[config.mk]
export PLATFORM = sky130hd
export DESIGN_NAME = mm_apb_regs
export DESIGN_NICKNAME = d
export VERILOG_FILES = /design/src/source/mm_pkg.sv /design/src/source/mm_apb_regs.sv
export SDC_FILE = /design/constraint.sdc
export NUM_CORES = 1
export LEC_CHECK = 0
export BUFFER_PORTS_ARGS = -buffer_cell sky130_fd_sc_hd__buf_2
export CELL_PAD_IN_SITES_DETAIL_PLACEMENT = 0
export CELL_PAD_IN_SITES_GLOBAL_PLACEMENT = 1
export CORE_MARGIN = 4
export CORE_UTILIZATION = 39
export DETAILED_ROUTE_END_ITERATION = 6
export PLACE_DENSITY_LB_ADDON = 0.1
export SLEW_MARGIN = 20
export SYNTH_ARGS = -nofsm -noshare
export SYNTH_HDL_FRONTEND = slang
export SYNTH_SLANG_ARGS = --single-unit
[constraint.sdc]
create_clock -name clk -period 4.4 [get_ports clk]
set_input_delay 1.1 -clock clk [delete_from_list [all_inputs] [get_ports clk]]
set_output_delay 1.1 -clock clk [all_outputs]
set_load 0.01 [all_outputs]
[src/source/mm_pkg.sv]
/*
 * Shared widths and enums for the matrix-multiply accelerator.
 * Every RTL module pulls these in with a wildcard import.
 */
package mm_pkg;

    // one signed matrix element
    localparam int ELEM_W = 8;
    // accumulator and result word
    localparam int ACC_W = 32;
    // memory port, byte addressed
    localparam int MEM_AW = 32;
    localparam int MEM_DW = 32;

    // apb register map, word index = paddr[4:2]
    typedef enum logic [2:0] {
        REG_CTRL   = 3'd0,
        REG_STATUS = 3'd1,
        REG_A_ADDR = 3'd2,
        REG_B_ADDR = 3'd3,
        REG_C_ADDR = 3'd4
    } mm_reg_e;

    // dma sequencing
    typedef enum logic [2:0] {
        IDLE,
        FETCH_A,
        FETCH_B,
        COMPUTE,
        WRITE_C
    } dma_state_e;

endpackage

[src/source/mm_apb_regs.sv]
/*
 * APB register block of the accelerator. Holds the A, B and C base
 * addresses and the sticky done bit, and turns a CTRL write into a start.
 */
module mm_apb_regs
    import mm_pkg::*;
(
    input  logic              clk,
    input  logic              rst_n,
    input  logic              psel_i,
    input  logic              penable_i,
    input  logic              pwrite_i,
    input  logic [31:0]       paddr_i,
    input  logic [31:0]       pwdata_i,
    output logic [31:0]       prdata_o,
    output logic              pready_o,
    output logic              pslverr_o,
    input  logic              busy_i,
    input  logic              done_i,
    output logic              start_o,
    output logic [MEM_AW-1:0] a_addr_o,
    output logic [MEM_AW-1:0] b_addr_o,
    output logic [MEM_AW-1:0] c_addr_o,
    output logic              irq_o
);

    mm_reg_e reg_idx;
    logic    mapped;
    logic    access;
    logic    wr_en;
    logic    done_q;

    assign reg_idx = mm_reg_e'(paddr_i[4:2]);
    // word aligned, inside the five-register window
    assign mapped = (paddr_i[31:5] == '0) && (paddr_i[1:0] == 2'b00) &&
                    (paddr_i[4:2] <= REG_C_ADDR);
    assign access = psel_i && penable_i;
    assign wr_en  = access && pwrite_i && mapped;

    // no wait states
    assign pready_o  = 1'b1;
    assign pslverr_o = access && !mapped;
    assign irq_o     = done_i;

    // read mux, ctrl is write-only
    always_comb begin
        prdata_o = '0;
        if (mapped) begin
            case (reg_idx)
                REG_STATUS: prdata_o = {30'd0, done_q, busy_i};
                REG_A_ADDR: prdata_o = a_addr_o;
                REG_B_ADDR: prdata_o = b_addr_o;
                REG_C_ADDR: prdata_o = c_addr_o;
                default:    prdata_o = '0;
            endcase
        end
    end

    always_ff @(posedge clk or negedge rst_n) begin
        if (!rst_n) begin
            start_o  <= 1'b0;
            done_q   <= 1'b0;
            a_addr_o <= '0;
            b_addr_o <= '0;
            c_addr_o <= '0;
        end else begin
            // one-cycle start, dropped while a job runs
            start_o <= wr_en && (reg_idx == REG_CTRL) && pwdata_i[0] && !busy_i;
            // done sticks until any status write
            if (done_i) begin
                done_q <= 1'b1;
            end else if (wr_en && (reg_idx == REG_STATUS)) begin
                done_q <= 1'b0;
            end
            if (wr_en) begin
                case (reg_idx)
                    REG_A_ADDR: a_addr_o <= pwdata_i;
                    REG_B_ADDR: b_addr_o <= pwdata_i;
                    REG_C_ADDR: c_addr_o <= pwdata_i;
                    default: ;
                endcase
            end
        end
    end

endmodule

Word level (Yosys, flattened, before mapping)
Cells that the tools add are included.
Widths: inputs -> output; s select.
{ "totals": {"ff_bits": 98, "latch_bits": 0, "ramBits": 0, "rom_bits": 0, "inputBits": 71, "output_inout_bits": 132, "word_cells": 33, "mem_count": 0} }
{ "op_classes": {"add_sub_neg": 0, "multipliers": 0, "div_mod_pow": 0, "magnitude_cmp": 1, "n_eq_ne": 4, "shift": 0, "muxes": 4, "bitwise_logic": 0, "n_reduce_logical": 19} }
{ "op_table": {"columns": ["cell", "n"], "rows": [
  ["$pmux 32 s4", 1],
  ["$mux 32", 1],
  ["$logic_not 27->1", 1],
  ["$logic_and 1x1->1", 10],
  ["$eq 3x2->1 const B", 2],
  ["$reduce_and 2->1", 3],
  ["$eq 3x1->1 const B", 1],
  ["$eq 3x3->1 const B", 1],
  ["$le 3x3->1 const B", 1],
  ["$logic_not 3->1", 1],
  ["$logic_not 1->1", 2],
  ["$logic_not 2->1", 1],
  ["$mux 1", 2],
  ["$reduce_bool 2->1", 1]
]} }

Longest topological paths before layout
{ "depth": {"word_depth": 7, "ltp_mapped": 6, "mapped_depth_nobuf": 4} }

Worst setup path after synthesis
No wires, ideal clock.
{ "synth_path": {"kind": "in2out", "startpoint": "in paddr_i[20]", "endpoint": "out prdata_o[0]", "arrival_time_ns": 2.574, "t_required_ns": 3.300, "slack_ns": 0.726, "cell_stages": 5, "n_path_buf": 1, "cell_sequence": "nor4_1 -> nand4_2 -> or4_1 -> buf_2 -> nor2_1"} }
{ "synth_between": {"elab_chain_len": 4} }
{ "synth_lines": {"columns": ["element", "line_no", "source"], "rows": [
  ["start: declaration", "mm_apb_regs.sv:13", "input logic [31:0] paddr_i,"],
  ["$logic_not 27->1", "mm_apb_regs.sv:35", "assign mapped = (paddr_i[31:5] == '0) && (paddr_i[1:0] == 2'b00) &&"],
  ["$logic_and 1x1->1 (2 in series)", "mm_apb_regs.sv:35", null],
  ["$mux 32", "mm_apb_regs.sv:48", "if (mapped) begin"],
  ["end: declaration", "mm_apb_regs.sv:15", "output logic [31:0] prdata_o,"]
]} }
Every way passes these cells.

Final worst setup path
{ "layout_path": {"startpoint": "in paddr_i[24]", "endpoint": "out prdata_o[20]"} }
The elaborated chain is that of the path after synthesis.

==> impl_results.md <==
* Die height at 118 um
* Unrepaired setup endpoints after global routing: false
* Ys async rst share at 1.00
* Mux cell area share after synthesis at 0.297
* Die Wd at 118 um
* Synth Area in Adders at 0
* Clock Latency Late Sink at 330 ps
* Worst Clk Skew at 0 ps
* CP required at 3300 ps
* Seq/Total Area, Yosys at 0.519
* DRT Pass-1 Iters at 4
* Top cell type's share of synthesized area at 0.519
* Post-route antenna net violation count at 0
* Fin Setup TNS at 0 ps
* Vias per inst at 5.15
* Vias in the first global route at 3966
* Final Cycle Share at 0.885
* Syn Nets at between 400 and 500
* Dominant cell by count in the synthesized netlist: dfrtp_1
* Nets at 656
* Final WL at about 14000 um
* Clk sinks at 98
* Area grow syn2layout at 30.3%
* CTS clk-pin slew, worst paths at 60 ps
* Via count at ~3800
* # diodes at 0
* Initial antenna violation count at 0
* Post-CTS sizing at 0
* Port Buffer Count at between 200 and 250
* Post-synth EDFFs at 0
* Crit path max fanout at 15
* Num ports at 203
* Compound-Gate Fraction of Synth Area at 0.0410
* Number of warnings issued by yosys at 0
* MaxCap Viol Count at 0
* Hold buffer count at cts at 0
* Post-DP HPWL at 9820 um
* Slew HR at 0.358
* Top cells by area, synth: dfrtp_1 52%, mux2_1 21%, mux2i_1 6.4%
* Crit path kind: in2out
* Crit path DAT at 2790 ps
* Worst Hold Depth at 1
* Synthesized area at ~0.0047 sq mm
* Critical R2R Capture: b_addr_o[21]$_DFFE_PN0P_
* Core area at around 0.012 sq mm
* Share of layout cells above drive strength 1 at 0.424
* DRC viols at 0
* DR WL/cell at 18.4 um
* Maximum VDD drop at 0.152 mV
* Hold Crit Start: b_addr_o[3]$_DFFE_PN0P_
* FF+latch area at between 0.002 and 0.0025 sq mm
* Area share of xor/xnor cells in the synthesized design at 0.00185
* Largest family of logic cells by synthesized area: multiplexers
* Synth area leader: dfrtp_1
* RePlAce Congestion at 0.744
* Multi-input gate area at between 0.002 and 0.0025 sq mm
* R2r setup slk at around 3600 ps
* H-tree depth at 3
* Worst Reg-to-Reg Cells at 1
* Clk buf depth at 2
* Worst Tran Pin Value at 964 ps
* Tmin final at 3890 ps
* Setup Viol. Count Final at 0
* Synth Area in Simple Gates at 0.106
* Leakage at around 3.6 nW
* Hold EP: b_addr_o[3]$_DFFE_PN0P_
* DRT iter0 DRCs at 176
* Critical Path End Type: output port
* Finished Layout Cells at 732
* Row count at 39
* Worst min path class: reg2reg
* Post-synth cell types at 33
* Placed Cells incl. Taps at 717
* Status: completed
* First-pass GRT wire length at 21700 um
* Num CTS Buffers at 9
* Mapped Avg Cell Area at 12.4 sq um
* Pin count of the biggest net entering global routing at 76
* Yosys reg bits at 98
* Grt ovf at 0
* Cell Pwr Density at 281 mW/mm^2
* # Post-CTS Setup Buffers at 0
* Slew Limit Fails at 0
* DIE AREA at 0.0139 sq mm
* Initial Util at 0.407
* Most common library cells after synthesis: 98 x dfrtp_1, 90 x mux2_1, 65 x nor2_1, 30 x a21oi_1, 30 x mux2i_1
* Critical R2R Launch: b_addr_o[21]$_DFFE_PN0P_
* TritonCTS clock tree: done
* Setup crit start kind: input pin
* Post-Syn Instances at roughly 380
* Fmax at 257 MHz
* Predominant post-synthesis flop cell: dfrtp_1
* # fillers at 1104
* Clock Root Buffer: clkbuf_16
* Overall Global Routing Usage at 0.194
* Final hold vios at 0
[sequential cells by signal (all words and copies together), names as in the netlist]
| signal | cells |
|---|---|
| a_addr_o | 32 |
| b_addr_o | 32 |
| c_addr_o | 32 |
| done_q | 1 |
| start_o | 1 |
[metrics by stage]
step                      utilization  hold slack [ps]  power [mW]  area [sq um]  worst slack (ps)
after floorplan                     -              489       0.952          4720               726
after global placement          0.507              488        1.02          5880               504
after detailed placement        0.507              496        1.02          5880               488
after CTS                       0.530              510        1.75          6160               476
after global routing            0.530              526        1.80          6160               353
final                           0.530              505        1.73          6160               508
[layout make-up]
type	count	area share
Clock buffer	11	0.0394
Clock inverter	4	0.00467
Multi-Input combinational cell	258	0.344
Sequential cell	98	0.398
Tap cell	143	0.0291
Timing Repair Buffer	218	0.185
[report_power, final]
part,internal (mW),switching [mW],total [mW]
sequential,0.901,0.000000000487,0.901
clock,0.396,0.331,0.727
combinational,0.0387,0.0637,0.102
total,1.34,0.395,1.73
[layer usage]
layer  share of wire  vias to the layer above  GRT usage
met5               0                        -          0
met4           0.010                        0     0.0418
met3           0.060                        8     0.0601
met2            0.50                      116      0.329
met1            0.43                     1881      0.243
li1                -                     1762          -
[worst max-delay path, cell delays in order]
cell	delay, ps
buf_2	90
nor4_1	360
nand3_2	110
or4_1	540
buf_4	230
nor2_1	180
buf_2	160
[logic make-up (layout without fill, tap and decap cells)]
family	after synthesis	in the layout
AOI/OAI and AO/OA	36	36
xor gates and xnor gates	1	1
buffers and inverters	26	233
DFF	98	98
muxes	128	128
other	1	1
and+or+nand+nor	92	92
[placed cells by master (no fill, tap or decap), drive strengths merged]
| cell type | n |
|---|---|
| clkinvlp | 2 |
| nor3 | 2 |
| a22oi | 2 |
| mux2 | 98 |
| nor4 | 9 |
| nand2 | 2 |
| a2bb2oi | 2 |
| o21ai | 1 |
| dfrtp | 98 |
| clkbuf | 11 |
| nor2 | 65 |
| nor2b | 1 |
| nand2b | 1 |
| and3 | 2 |
| nand3 | 1 |
| or3b | 1 |
| nor4b | 2 |
| nand4 | 1 |
| nor3b | 1 |
| conb | 1 |
| xor2 | 1 |
| or3 | 1 |
| buf | 218 |
| clkinv | 2 |
| nand4b | 2 |
| a31oi | 1 |
| or4 | 1 |
| a21oi | 30 |
| mux2i | 30 |
[how the worst max path moves through the flow]
stage | from | end | slack, ps | depth (start not counted)
3_3_place_gp | paddr_i[24] | prdata_o[19] | 500 | 7
3_5_place_dp | paddr_i[24] | prdata_o[20] | 490 | 7
6_report | paddr_i[24] | prdata_o[20] | 510 | 7
2_1_floorplan | paddr_i[20] | prdata_o[0] | 730 | 5
5_1_grt | paddr_i[24] | prdata_o[19] | 350 | 7
4_1_cts | paddr_i[24] | prdata_o[20] | 480 | 7
Note: power is estimated with default switching activity, not from simulation.
