[src/source/mm_pkg.sv]
/*
 * Shared widths and enums for the matrix-multiply accelerator.
 * Every RTL module pulls these in with a wildcard import.
 */
package mm_pkg;

    // one signed matrix element
    localparam int ELEM_W = 8;
    // accumulator and result word
    localparam int ACC_W = 32;
    // memory port, byte addressed
    localparam int MEM_AW = 32;
    localparam int MEM_DW = 32;

    // apb register map, word index = paddr[4:2]
    typedef enum logic [2:0] {
        REG_CTRL   = 3'd0,
        REG_STATUS = 3'd1,
        REG_A_ADDR = 3'd2,
        REG_B_ADDR = 3'd3,
        REG_C_ADDR = 3'd4
    } mm_reg_e;

    // dma sequencing
    typedef enum logic [2:0] {
        IDLE,
        FETCH_A,
        FETCH_B,
        COMPUTE,
        WRITE_C
    } dma_state_e;

endpackage

[src/source/mm_dma_engine.sv]
/*
 * DMA engine and sequencer. Reads the rows of A and B into local buffers,
 * feeds them to the systolic array one k per cycle, then writes the
 * captured accumulators back to C in row-major order.
 */
module mm_dma_engine
    import mm_pkg::*;
#(
    parameter int SA_WIDTH = 4
) (
    input  logic                                clk,
    input  logic                                rst_n,
    input  logic                                start_i,
    input  logic [MEM_AW-1:0]                   a_addr_i,
    input  logic [MEM_AW-1:0]                   b_addr_i,
    input  logic [MEM_AW-1:0]                   c_addr_i,
    output logic                                mem_req_o,
    output logic                                mem_we_o,
    output logic [MEM_AW-1:0]                   mem_addr_o,
    output logic [MEM_DW-1:0]                   mem_wdata_o,
    input  logic                                mem_gnt_i,
    input  logic                                mem_rvalid_i,
    input  logic [MEM_DW-1:0]                   mem_rdata_i,
    output logic                                busy_o,
    output logic                                done_o,
    output logic                                clear_o,
    output logic                                feed_valid_o,
    output logic [SA_WIDTH*ELEM_W-1:0]          a_col_o,
    output logic [SA_WIDTH*ELEM_W-1:0]          b_row_o,
    input  logic [SA_WIDTH*SA_WIDTH*ACC_W-1:0]  acc_flat_i,
    input  logic                                result_valid_i
);

    localparam int ROW_W = SA_WIDTH * ELEM_W;
    localparam int NUM_C = SA_WIDTH * SA_WIDTH;
    // counts rows, compute steps and result words
    localparam int CNT_W = $clog2(NUM_C + SA_WIDTH);
    localparam int K_W   = $clog2(SA_WIDTH);

    dma_state_e          state_q;
    logic [CNT_W-1:0]    cnt_q;
    logic                rd_pend_q;
    logic [MEM_DW-1:0]   a_buf [SA_WIDTH];
    logic [MEM_DW-1:0]   b_buf [SA_WIDTH];
    logic [NUM_C*ACC_W-1:0] c_buf;
    logic [K_W-1:0]      k;
    logic [MEM_AW-1:0]   cnt_off;
    logic                last_row;
    logic                issue_rd;
    logic                issue_wr;
    logic                rd_done;
    logic                capture;

    assign cnt_off  = MEM_AW'({cnt_q, 2'b00});
    assign last_row = (cnt_q == CNT_W'(SA_WIDTH - 1));
    // one read in flight at most
    assign issue_rd = (state_q inside {FETCH_A, FETCH_B}) && !mem_req_o && !rd_pend_q;
    assign issue_wr = (state_q == WRITE_C) && !mem_req_o;
    assign rd_done  = rd_pend_q && mem_rvalid_i;
    assign capture  = (state_q == COMPUTE) && (cnt_q == CNT_W'(SA_WIDTH + 1)) &&
                      result_valid_i;

    assign busy_o = (state_q != IDLE);

    // compute phase: cnt 0 clears, 1..SA_WIDTH feed k = cnt-1, then wait
    assign clear_o      = (state_q == COMPUTE) && (cnt_q == '0);
    assign feed_valid_o = (state_q == COMPUTE) && (cnt_q != '0) &&
                          (cnt_q <= CNT_W'(SA_WIDTH));
    assign k = K_W'(cnt_q - 1'b1);

    // column k of A is byte k of every A row
    always_comb begin
        for (int i = 0; i < SA_WIDTH; i++) begin
            a_col_o[i*ELEM_W +: ELEM_W] = a_buf[i][k*ELEM_W +: ELEM_W];
        end
        b_row_o = b_buf[k][ROW_W-1:0];
    end

    always_ff @(posedge clk or negedge rst_n) begin
        if (!rst_n) begin
            state_q   <= IDLE;
            cnt_q     <= '0;
            rd_pend_q <= 1'b0;
            mem_req_o <= 1'b0;
            mem_we_o  <= 1'b0;
            done_o    <= 1'b0;
        end else begin
            done_o <= 1'b0;
            case (state_q)
                IDLE: begin
                    if (start_i) begin
                        state_q <= FETCH_A;
                        cnt_q   <= '0;
                    end
                end
                FETCH_A, FETCH_B: begin
                    if (issue_rd) begin
                        mem_req_o <= 1'b1;
                        mem_we_o  <= 1'b0;
                    end else if (mem_req_o && mem_gnt_i) begin
                        mem_req_o <= 1'b0;
                        rd_pend_q <= 1'b1;
                    end else if (rd_done) begin
                        rd_pend_q <= 1'b0;
                        cnt_q     <= last_row ? '0 : cnt_q + 1'b1;
                        if (last_row) begin
                            state_q <= (state_q == FETCH_A) ? FETCH_B : COMPUTE;
                        end
                    end
                end
                COMPUTE: begin
                    if (cnt_q != CNT_W'(SA_WIDTH + 1)) begin
                        cnt_q <= cnt_q + 1'b1;
                    end else if (result_valid_i) begin
                        state_q <= WRITE_C;
                        cnt_q   <= '0;
                    end
                end
                WRITE_C: begin
                    if (issue_wr) begin
                        mem_req_o <= 1'b1;
                        mem_we_o  <= 1'b1;
                    end else if (mem_gnt_i) begin
                        mem_req_o <= 1'b0;
                        mem_we_o  <= 1'b0;
                        // last word granted, job ends next cycle
                        if (cnt_q == CNT_W'(NUM_C - 1)) begin
                            state_q <= IDLE;
                            cnt_q   <= '0;
                            done_o  <= 1'b1;
                        end else begin
                            cnt_q <= cnt_q + 1'b1;
                        end
                    end
                end
                default: state_q <= IDLE;
            endcase
        end
    end

    // row buffers, result snapshot and request payload
    always_ff @(posedge clk) begin
        if (rd_done) begin
            if (state_q == FETCH_A) begin
                a_buf[cnt_q[K_W-1:0]] <= mem_rdata_i;
            end else begin
                b_buf[cnt_q[K_W-1:0]] <= mem_rdata_i;
            end
        end
        if (capture) begin
            c_buf <= acc_flat_i;
        end
        if (issue_rd) begin
            mem_addr_o <= ((state_q == FETCH_A) ? a_addr_i : b_addr_i) + cnt_off;
        end
        if (issue_wr) begin
            mem_addr_o  <= c_addr_i + cnt_off;
            mem_wdata_o <= c_buf[cnt_q*ACC_W +: ACC_W];
        end
    end

endmodule

[config.mk]
export PLATFORM = sky130hd
export DESIGN_NAME = mm_dma_engine
export DESIGN_NICKNAME = d
export VERILOG_FILES = /design/src/source/mm_pkg.sv /design/src/source/mm_dma_engine.sv
export SDC_FILE = /design/constraint.sdc
export NUM_CORES = 1
export LEC_CHECK = 0
export BUFFER_PORTS_ARGS = -buffer_cell sky130_fd_sc_hd__buf_2
export CAP_MARGIN = 20
export CORE_AREA = 2 2 308 310
export CTS_CLUSTER_DIAMETER = 60
export DETAILED_ROUTE_END_ITERATION = 8
export DIE_AREA = 0 0 310 312
export GPL_ROUTABILITY_DRIVEN = 1
export PLACE_DENSITY = 0.63
export SYNTH_ARGS = -nofsm -noshare
export SYNTH_HDL_FRONTEND = slang
export SYNTH_SLANG_ARGS = --single-unit
[constraint.sdc]
create_clock -name clk -period 19.1 [get_ports clk]
set_input_delay 1.91 -clock clk [delete_from_list [all_inputs] [get_ports clk]]
set_output_delay 1.91 -clock clk [all_outputs]
set_load 0.01 [all_outputs]
# Word level (Yosys, flattened, before mapping)
# Memories as Yosys holds them, arrays and structs flattened.
# Index checks and enable logic that the tools add are counted.
[word_totals]
reg_bits = 588
ram_bits = 256
input_bits = 646
output_inout_bits = 134
wordCells = 116
memories = 2
[mem_list]
columns = ["memory", "depth", "word_bits", "read_ports", "rd_ports_with_merged_regs", "wr", "line_no", "source"]
rows = [
  ["a_buf", 4, 32, 4, 0, 1, "mm_dma_engine.sv:43", "logic [MEM_DW-1:0] a_buf [SA_WIDTH];"],
  ["b_buf", 4, 32, 1, 0, 1, "mm_dma_engine.sv:44", "logic [MEM_DW-1:0] b_buf [SA_WIDTH];"],
]
[op_classes]
n_addsub = 4
n_lt_le_gt_ge = 1
n_eq_ne = 22
shift = 5
n_mux = 45
bitwise_logic = 1
reduce_logical = 27
[ops]
columns = ["operator", "count"]
rows = [
  ["$shiftx A512 B11 Y32", 1],
  ["$shiftx A32 B6 Y8", 4],
  ["$mux W32", 3],
  ["$add A32 B7 Y32", 2],
  ["$mux W5", 10],
  ["$mux W3", 10],
  ["$ne A2 B2 Y1 const B", 10],
  ["$pmux W5 S4", 1],
  ["$mux W1", 18],
  ["$pmux W3 S4", 1],
  ["$logic_and A1 B1 Y1", 10],
  ["$reduce_and A10 Y1", 1],
  ["$reduce_and A3 Y1", 3],
  ["$reduce_and A8 Y1", 1],
  ["$reduce_bool A2 Y1", 4],
  ["$eq A3 B2 Y1 const B", 2],
  ["$ne A3 B3 Y1 const B", 2],
  ["$add A5 B1 Y5 const B", 1],
  ["$eq A5 B2 Y1 const B", 1],
  ["$eq A5 B3 Y1 const B", 1],
  ["$eq A5 B4 Y1 const B", 1],
  ["$le A5 B3 Y1 const B", 1],
  ["$logic_not A5 Y1", 1],
  ["$ne A5 B3 Y1 const B", 1],
  ["other kinds (13)", 15],
]

# Logic depth before layout (Yosys ltp)
# Gate-level depths: netlist (run 1).
[logic_depth]
ltp_word = 7
mapped_depth = 20
ltp_nobuf = 14

# Worst setup path before layout (run 1)
# No wires, ideal clock.
[synth_timing]
path_type = "input-to-reg"
startpoint = "input result_valid_i"
endpoint = "register state_q[2]"
setup_time_ns = 0.159
arrival_time_ns = 14.487
required_ns = 18.941
slack_ns = 4.453
stages = 2
path_buffers = 0
cell_sequence = "and3_1 > o21bai_1"
[synth_via]
elab_chain_len = 2
[synth_rtl]
columns = ["item", "line_no", "source"]
rows = [
  ["from (decl)", "mm_dma_engine.sv:31", "input logic result_valid_i"],
  ["$ne A2 B2 Y1 (no line)", "--", ""],
  ["$reduce_and A10 Y1 (no line)", "--", ""],
  ["to (signal assigned)", "mm_dma_engine.sv:107", "state_q <= (state_q == FETCH_A) ? FETCH_B : COMPUTE;"],
  ["to (decl)", "mm_dma_engine.sv:40", "dma_state_e state_q;"],
]
# No other way between the ends.
# A chain may end at the register's enable or synchronous reset.

# Worst setup path in the final report (run 1)
[layout_timing]
startpoint = "register state_q[2]"
endpoint = "register mem_addr_o[28] (data pin)"
[layout_via]
elab_chain_len = 5
elab_cells_between_ends = 7
[layout_rtl]
columns = ["item", "line_no", "source"]
rows = [
  ["$eq A3 B1 Y1", "mm_dma_engine.sv:154", "mem_addr_o <= ((state_q == FETCH_A) ? a_addr_i : b_addr_i) + cnt_off;"],
  ["$mux W32", "mm_dma_engine.sv:154", ""],
  ["$add A32 B7 Y32", "mm_dma_engine.sv:154", ""],
  ["$mux W32", "mm_dma_engine.sv:153", "if (issue_rd) begin"],
  ["$mux W32 (*)", "mm_dma_engine.sv:156", "if (issue_wr) begin"],
  ["to (signal assigned)", "mm_dma_engine.sv:154", ""],
  ["to (signal assigned)", "mm_dma_engine.sv:157", "mem_addr_o <= c_addr_i + cnt_off;"],
  ["to (decl)", "mm_dma_engine.sv:19", "output logic [MEM_AW-1:0] mem_addr_o,"],
]
# Mark *: on every way between the ends. The rest lies on a longest branch, timed or not. The select of a mux whose other input is x is not followed.

==> flow_summary.ini, run 1 <==
[clocking]
cts_buffers = 91
h-tree-depth = 3
cts_tree = built
holdBufCountCts = 0
root_buffer = clkbuf_16
cts_resized = 0
clk_latency_ns = 0.65
cts_sinks = 844
clk_pin_slew_ns = 0.06
cts_buffer_depth = 3
postCtsSetupRepairBufs = 0

[routing]
wl_mm = 91.7
via_per_inst = 4.98
drc = 0
dr.pass1.iters = 5
ant_nets = 0
vias = 18300
initialDrtViolationCount = 1407
wl_per_cell_um = 24.9

[power_and_ir_drop]
p_int_w = 0.00385
ir_worst_vdd_v = 0.000104
seq_power_share_pct = 41.3
power.share.clock_pct = 32.0
p_leak_nw = 14.5
power_density_nw_per_um2 = 131
sw_frac_of_total_pct = 28.9
p_comb_share_pct = 26.7
p_sw_w = 0.00156

[sta]
whs_ns = 0.595
fin_crit_sh_pct = 29.7
rsz0062_at_grt = no
relSlewSlack_pct = 23.6
worst_pin_slew_ns = 1.15
hold_viol_final = 0
fin_skew_ns = 0.0241
setup_viol = 0
period_needed_ns = 5.68
final-max-slew-violation-count = 0
fin_tns_setup_ns = 0
clock.fmax_mhz = 176

[cells_and_area]
syn_to_final_growth_pct = 25.6
fin_cells = 3686
finish.utilization_pct = 44.6
n_fill_cell = 8071
drive_above_1_share_pct = 50.0
nets = 2995

[global_routing]
grt_pass1_vias = 19400
antenna_found_initial = 67
grtUsageTotal_pct = 18.6
grt_first_pass_wirelength_mm = 130
grt_overflow_total = 0
grt_max_degree = 185

[yosys]
ys_seq_area_share_pct = 76.6
ys_async_sr_fraction_pct = 1.42
synthesis.nets = 2174
synth_compound_area_share_pct = 1.88
synthSimpleGateAreaFrac_pct = 3.02
syn_inst = 1516
synth_fa_ha_area_share_pct = 0.478
synth_area_um2 = 33000
ys_ff_latch = 844
yosys.cell_types.count = 64
synthXorXnorAreaFrac_pct = 0.769
synth_edf_count = 832
yosys_warnings = 0
synth_ff_type = edfxtp_1
synth_top_family_by_area = multiplexers
avgSynthCellArea_um2 = 21.8
synth.mux.area_fraction_pct = 16.0

[floorplan]
fp.dieH_um = 312
rows = 112
coreArea_um2 = 93000
dieArea_um2 = 96700
die_w_um = 310
ios = 780
initial_core_util_pct = 35.5

[run]
maxCapViolCount = 0

[placed_design]
place_congestion = 0.873
io_buffers = 779
place_hpwl_mm = 66.0
dp_cells = 3495

[critical_path]
end_kind = register
cp_data_arrival_time_ns = 6.07
crit_type = register to register
worstSetupStartpointType = register
cp_data_required_time_ns = 19.49
critPathMaxFanout = 101

[worst_hold_path]
hp-class = register to register

[outcome]
status = complete, no violations
[layer usage]
metal	wire, um	share of wire, %	global-route usage, %
met1	34100	37	22.0
met4	3050	3.3	6.24
met3	7690	8.4	6.14
met2	46500	51	31.9
met5	381	0.42	0
[cells in the mapped netlist (all sizes together) (3+ instances only)]
cell type | instances | area [um2]
a21oi | 39 | 248
a31oi | 4 | 31.3
and2 | 33 | 206
and3 | 3 | 18.8
buf | 41 | 226
clkbuf | 33 | 124
dfrtp | 12 | 300
edfxtp | 832 | 25000
ha | 11 | 138
inv | 13 | 48.8
mux2 | 4 | 48.8
mux2i | 20 | 200
mux4 | 224 | 5040
nand2 | 73 | 277
nand3 | 29 | 150
nand4 | 7 | 58.8
nor2 | 34 | 128
nor3 | 6 | 35.0
nor3b | 3 | 38.8
o21ai | 32 | 160
xnor2 | 19 | 166
xor2 | 10 | 87.6
[cell usage in the layout (no fill, tap or decap), types with 4 or more instances in the layout]
cell	netlist	routed
ha_1	11	10
nor2_4	0	8
nor3_1	5	5
xor2_1	10	10
xnor2_1	19	19
clkbuf_1	33	6
edfxtp_1	832	832
o21ai_0	31	31
nor2_1	34	26
buf_2	27	779
inv_6	0	5
and2_1	33	33
a21oi_2	5	5
nand4_1	6	6
bufinv_16	0	8
mux4_2	224	224
inv_1	13	12
diode_2	0	23
a21oi_1	31	30
buf_4	0	18
clkinv_1	0	21
nand2_1	72	72
clkbuf_16	0	92
clkinv_2	0	21
nand3_1	28	28
clkinv_4	1	4
dfrtp_1	12	8
inv_8	0	4
mux2i_1	20	20
a21oi_4	3	4
[per-stage QoR]
stage,setup slack (ns),instance area (um2),power [W]
6_report,13.42,41500,0.00541
5_1_grt,12.89,41400,0.00565
3_5_place_dp,13.39,38400,0.00374
4_1_cts,13.14,41300,0.00548
3_3_place_gp,13.52,38400,0.00372
2_1_floorplan,4.45,33000,0.00323
[logic make-up (layout without fill, tap and decap cells)]
group           count (synthesis)  count (layout)
flops                         844             844
mux                           248             248
simple gates                  199             199
compound gates                 96              96
buf+inv                        88             981
xor+xnor                       29              29
fa+ha+maj                      12              12
other cells                     0              23
[path summary, 6_finish.rpt]
path	from	end	slack [ns]	cells after the start
min in group asynchronous	rst_n	mem_req_o	1.15	1
setup reg to reg	state_q[2]	mem_addr_o[28]	13.42	13
hold / removal	mem_we_o	mem_we_o	0.60	2
max in group asynchronous	rst_n	cnt_q[0]	17.67	1
hold reg to reg	mem_we_o	mem_we_o	0.60	2
setup / recovery	state_q[2]	mem_addr_o[28]	13.42	13
[worst max-delay path, cell delays in order, from the launching register on]
cell	delay, ns
dfrtp_1	0.56
or4b_1	0.87
clkinv_4	0.95
o21ai_0	0.56
ha_1	0.27
inv_1	0.08
fa_1	0.44
nor2b_1	0.12
o21ai_0	0.10
a21boi_0	0.45
o2111ai_1	0.29
nor3_2	0.35
nand3_1	0.13
xor2_1	0.18
[power groups by stage]
stage	Sequential [W]	Clock, W	Combinational (W)
global route	0.00224	0.00184	0.00157
finish	0.00223	0.00173	0.00145
global placement	0.00227	0	0.00145
detailed placement	0.00227	0	0.00147
CTS	0.00224	0.00177	0.00147
floorplan	0.00225	0	0.000978
[area by class of cell]
type                            instances  area [um2]  area share [%]
Antenna cell                           23        57.6           0.139
Clock buffer                           98        2320            5.61
Clock inverter                         67         617            1.49
Inverter                               14        57.6           0.139
Multi-Input combinational cell        584        7410            17.9
Sequential cell                       844       25300            61.0
Tap cell                             1254        1570            3.78
Timing Repair Buffer                  802        4130            9.95
[flip-flops by register name, summed over array words and instances, names as in the netlist]
signal,count
b_buf,128
mem_we_o,1
mem_addr_o,32
mem_req_o,1
done_o,1
a_buf,128
mem_wdata_o,32
c_buf,512
cnt_q,5
state_q,3
rd_pend_q,1
Note: power is estimated with default switching activity, not from simulation.
==> inputs of run 2 (changes only) <==
Clock period 19.1 ns to 5.5 ns, I/O delays scaled along.
==> run 2 against run 1 <==
Critical endpoint is now mem_addr_o[26]. Die area did not move. Critical path type unchanged. Utilization is 0.16 points higher. Combinational power rose to 3.4 times the previous value.
==> flow_summary.ini, run 2 (synthesized netlist as in run 1, its figures left out) <==
[outcome]
status = complete, no violations

[clocking]
cts_sinks = 844
clk_latency_ns = 0.67
cts_tree = built
root_buffer = clkbuf_16
cts_buffer_depth = 3
cts_buffers = 92
h-tree-depth = 3
cts_resized = 0
clk_pin_slew_ns = 0.06

[run]
maxCapViolCount = 0

[placed_design]
io_buffers = 779
place_hpwl_mm = 67.4
dp_slack_ns = 1.25
place_congestion = 0.880

[cells_and_area]
final_cell_mix = 832 x edfxtp_1, 779 x buf_2, 224 x mux4_2, 95 x clkbuf_16, 72 x nand2_1
largest_register_ffs = 512
nets = 3006
final_common_cell = edfxtp_1
regArea_um2 = 25300
drive_above_1_share_pct = 49.6
n_fill_cell = 8073
max_flop_register = c_buf
multi_input_area_um2 = 7410
syn_to_final_growth_pct = 26.0

[power_and_ir_drop]
ir_worst_vdd_v = 0.000298
report.power.total_w = 0.0189
p_leak_nw = 14.6
power_density_nw_per_um2 = 453

[critical_path]
r2r-start = state_q[2]
r2r.worst_path.cells = 11
crit_type = register to register
critPathMaxFanout = 65
cp_data_arrival_time_ns = 4.63
worstSetupStartpointType = register
end_kind = register
rr_endpoint = mem_addr_o[26]
cp_data_required_time_ns = 5.88
reg2reg_slack_ns = 1.25

[routing]
drc = 0
ant_nets = 0
initialDrtViolationCount = 1499
routedLengthMet1_mm = 34.9
vias = 18300
dr.pass1.iters = 5
via_per_inst = 4.97
wl_mm = 93.1
wl_met3_mm = 8.00
routed-wl-met2_mm = 47.5
routed.top_layer = met5
wl_per_cell_um = 25.2

[worst_hold_path]
hp-class = input pin to register
whs_path_depth = 1
min_from = acc_flat_i[300]
holdPathEnd = c_buf[300]

[sta]
rsz0062_at_grt = no
setup_viol = 0
period_needed_ns = 4.25
layout_setup_ws_ns = 1.25
relSlewSlack_pct = 30.3
fin_crit_sh_pct = 77.3
clock.fmax_mhz = 235
fin_tns_setup_ns = 0
hold_viol_final = 0
final-max-slew-violation-count = 0
fin_skew_ns = 0.0290
worst_pin_slew_ns = 1.04

[floorplan]
ios = 780
die_w_um = 310
rows = 112
coreArea_um2 = 93000
initial_core_util_pct = 35.5
dieArea_um2 = 96700
fp.dieH_um = 312

[global_routing]
grt_max_degree = 100
grtUsageTotal_pct = 19.1
grt_first_pass_wirelength_mm = 134
grt_overflow_total = 0
antenna_found_initial = 70
grt_pass1_vias = 19700
==> run 2: worst max-delay path by stage <==
stage	start	end	slack, ns	depth (start not counted)
after detailed placement	state_q[2]	mem_addr_o[28]	1.25	11
after CTS	cnt_q[1]	b_row_o[8]	1.17	5
after global placement	state_q[2]	mem_addr_o[28]	1.33	11
final	state_q[2]	mem_addr_o[26]	1.25	11
after global routing	state_q[2]	mem_addr_o[28]	0.87	11
after floorplan	cnt_q[1]	c_buf[0]	0.04	6
==> run 2: timing repair <==
action                                  4_1_cts  5_1_grt
hold endpoints to repair                     17        0
setup buffers                                 0        0
hold buffers                                  6        0
endpoints found under the setup margin        0        0
==> run 2: where the power goes <==
part           internal (W)  leakage, nW  total (W)  switching, W
logic               0.00237         5.47    0.00496       0.00260
clock network       0.00352         1.45    0.00607       0.00255
registers           0.00752         7.64    0.00783      0.000310
==> run 2: area by class of cell <==
type	count	area share [%]
multi-input combinational	584	17.8
inverter	14	0.138
antenna	20	0.120
clock buffer	115	5.89
sequential	844	60.8
tap	1254	3.77
timing repair buffer	812	10.2
clock inverter	47	1.27
==> run 2: layer usage <==
metal  up-vias  GRT usage, %
li1       8002             -
met2       811          32.8
met4        70          5.50
met3       218          6.12
met1      9222          23.0
met5         -             0
==> run 2: metrics by stage <==
step                hold slack (ns)  instances  area, um2  util [%]
finish                       0.0616       3690      41600      44.7
global route                0.00334       3684      41600      44.7
CTS                       0.0000120       3668      41500      44.6
detailed placement            0.456       3500      38500      41.4
global placement              0.451       3500      38500      41.4
floorplan                     0.254       1516      33000         -
==> run 2: worst max-delay path, cell delays in order (launching register included) <==
cell,delay (ns)
dfrtp_1,0.66
or4b_1,0.47
buf_4,0.23
clkinv_4,0.12
buf_4,0.56
o21ai_0,0.20
ha_1,0.37
a21boi_0,0.43
o2111ai_1,0.24
nor3_2,0.35
nand4_1,0.16
xnor2_1,0.16
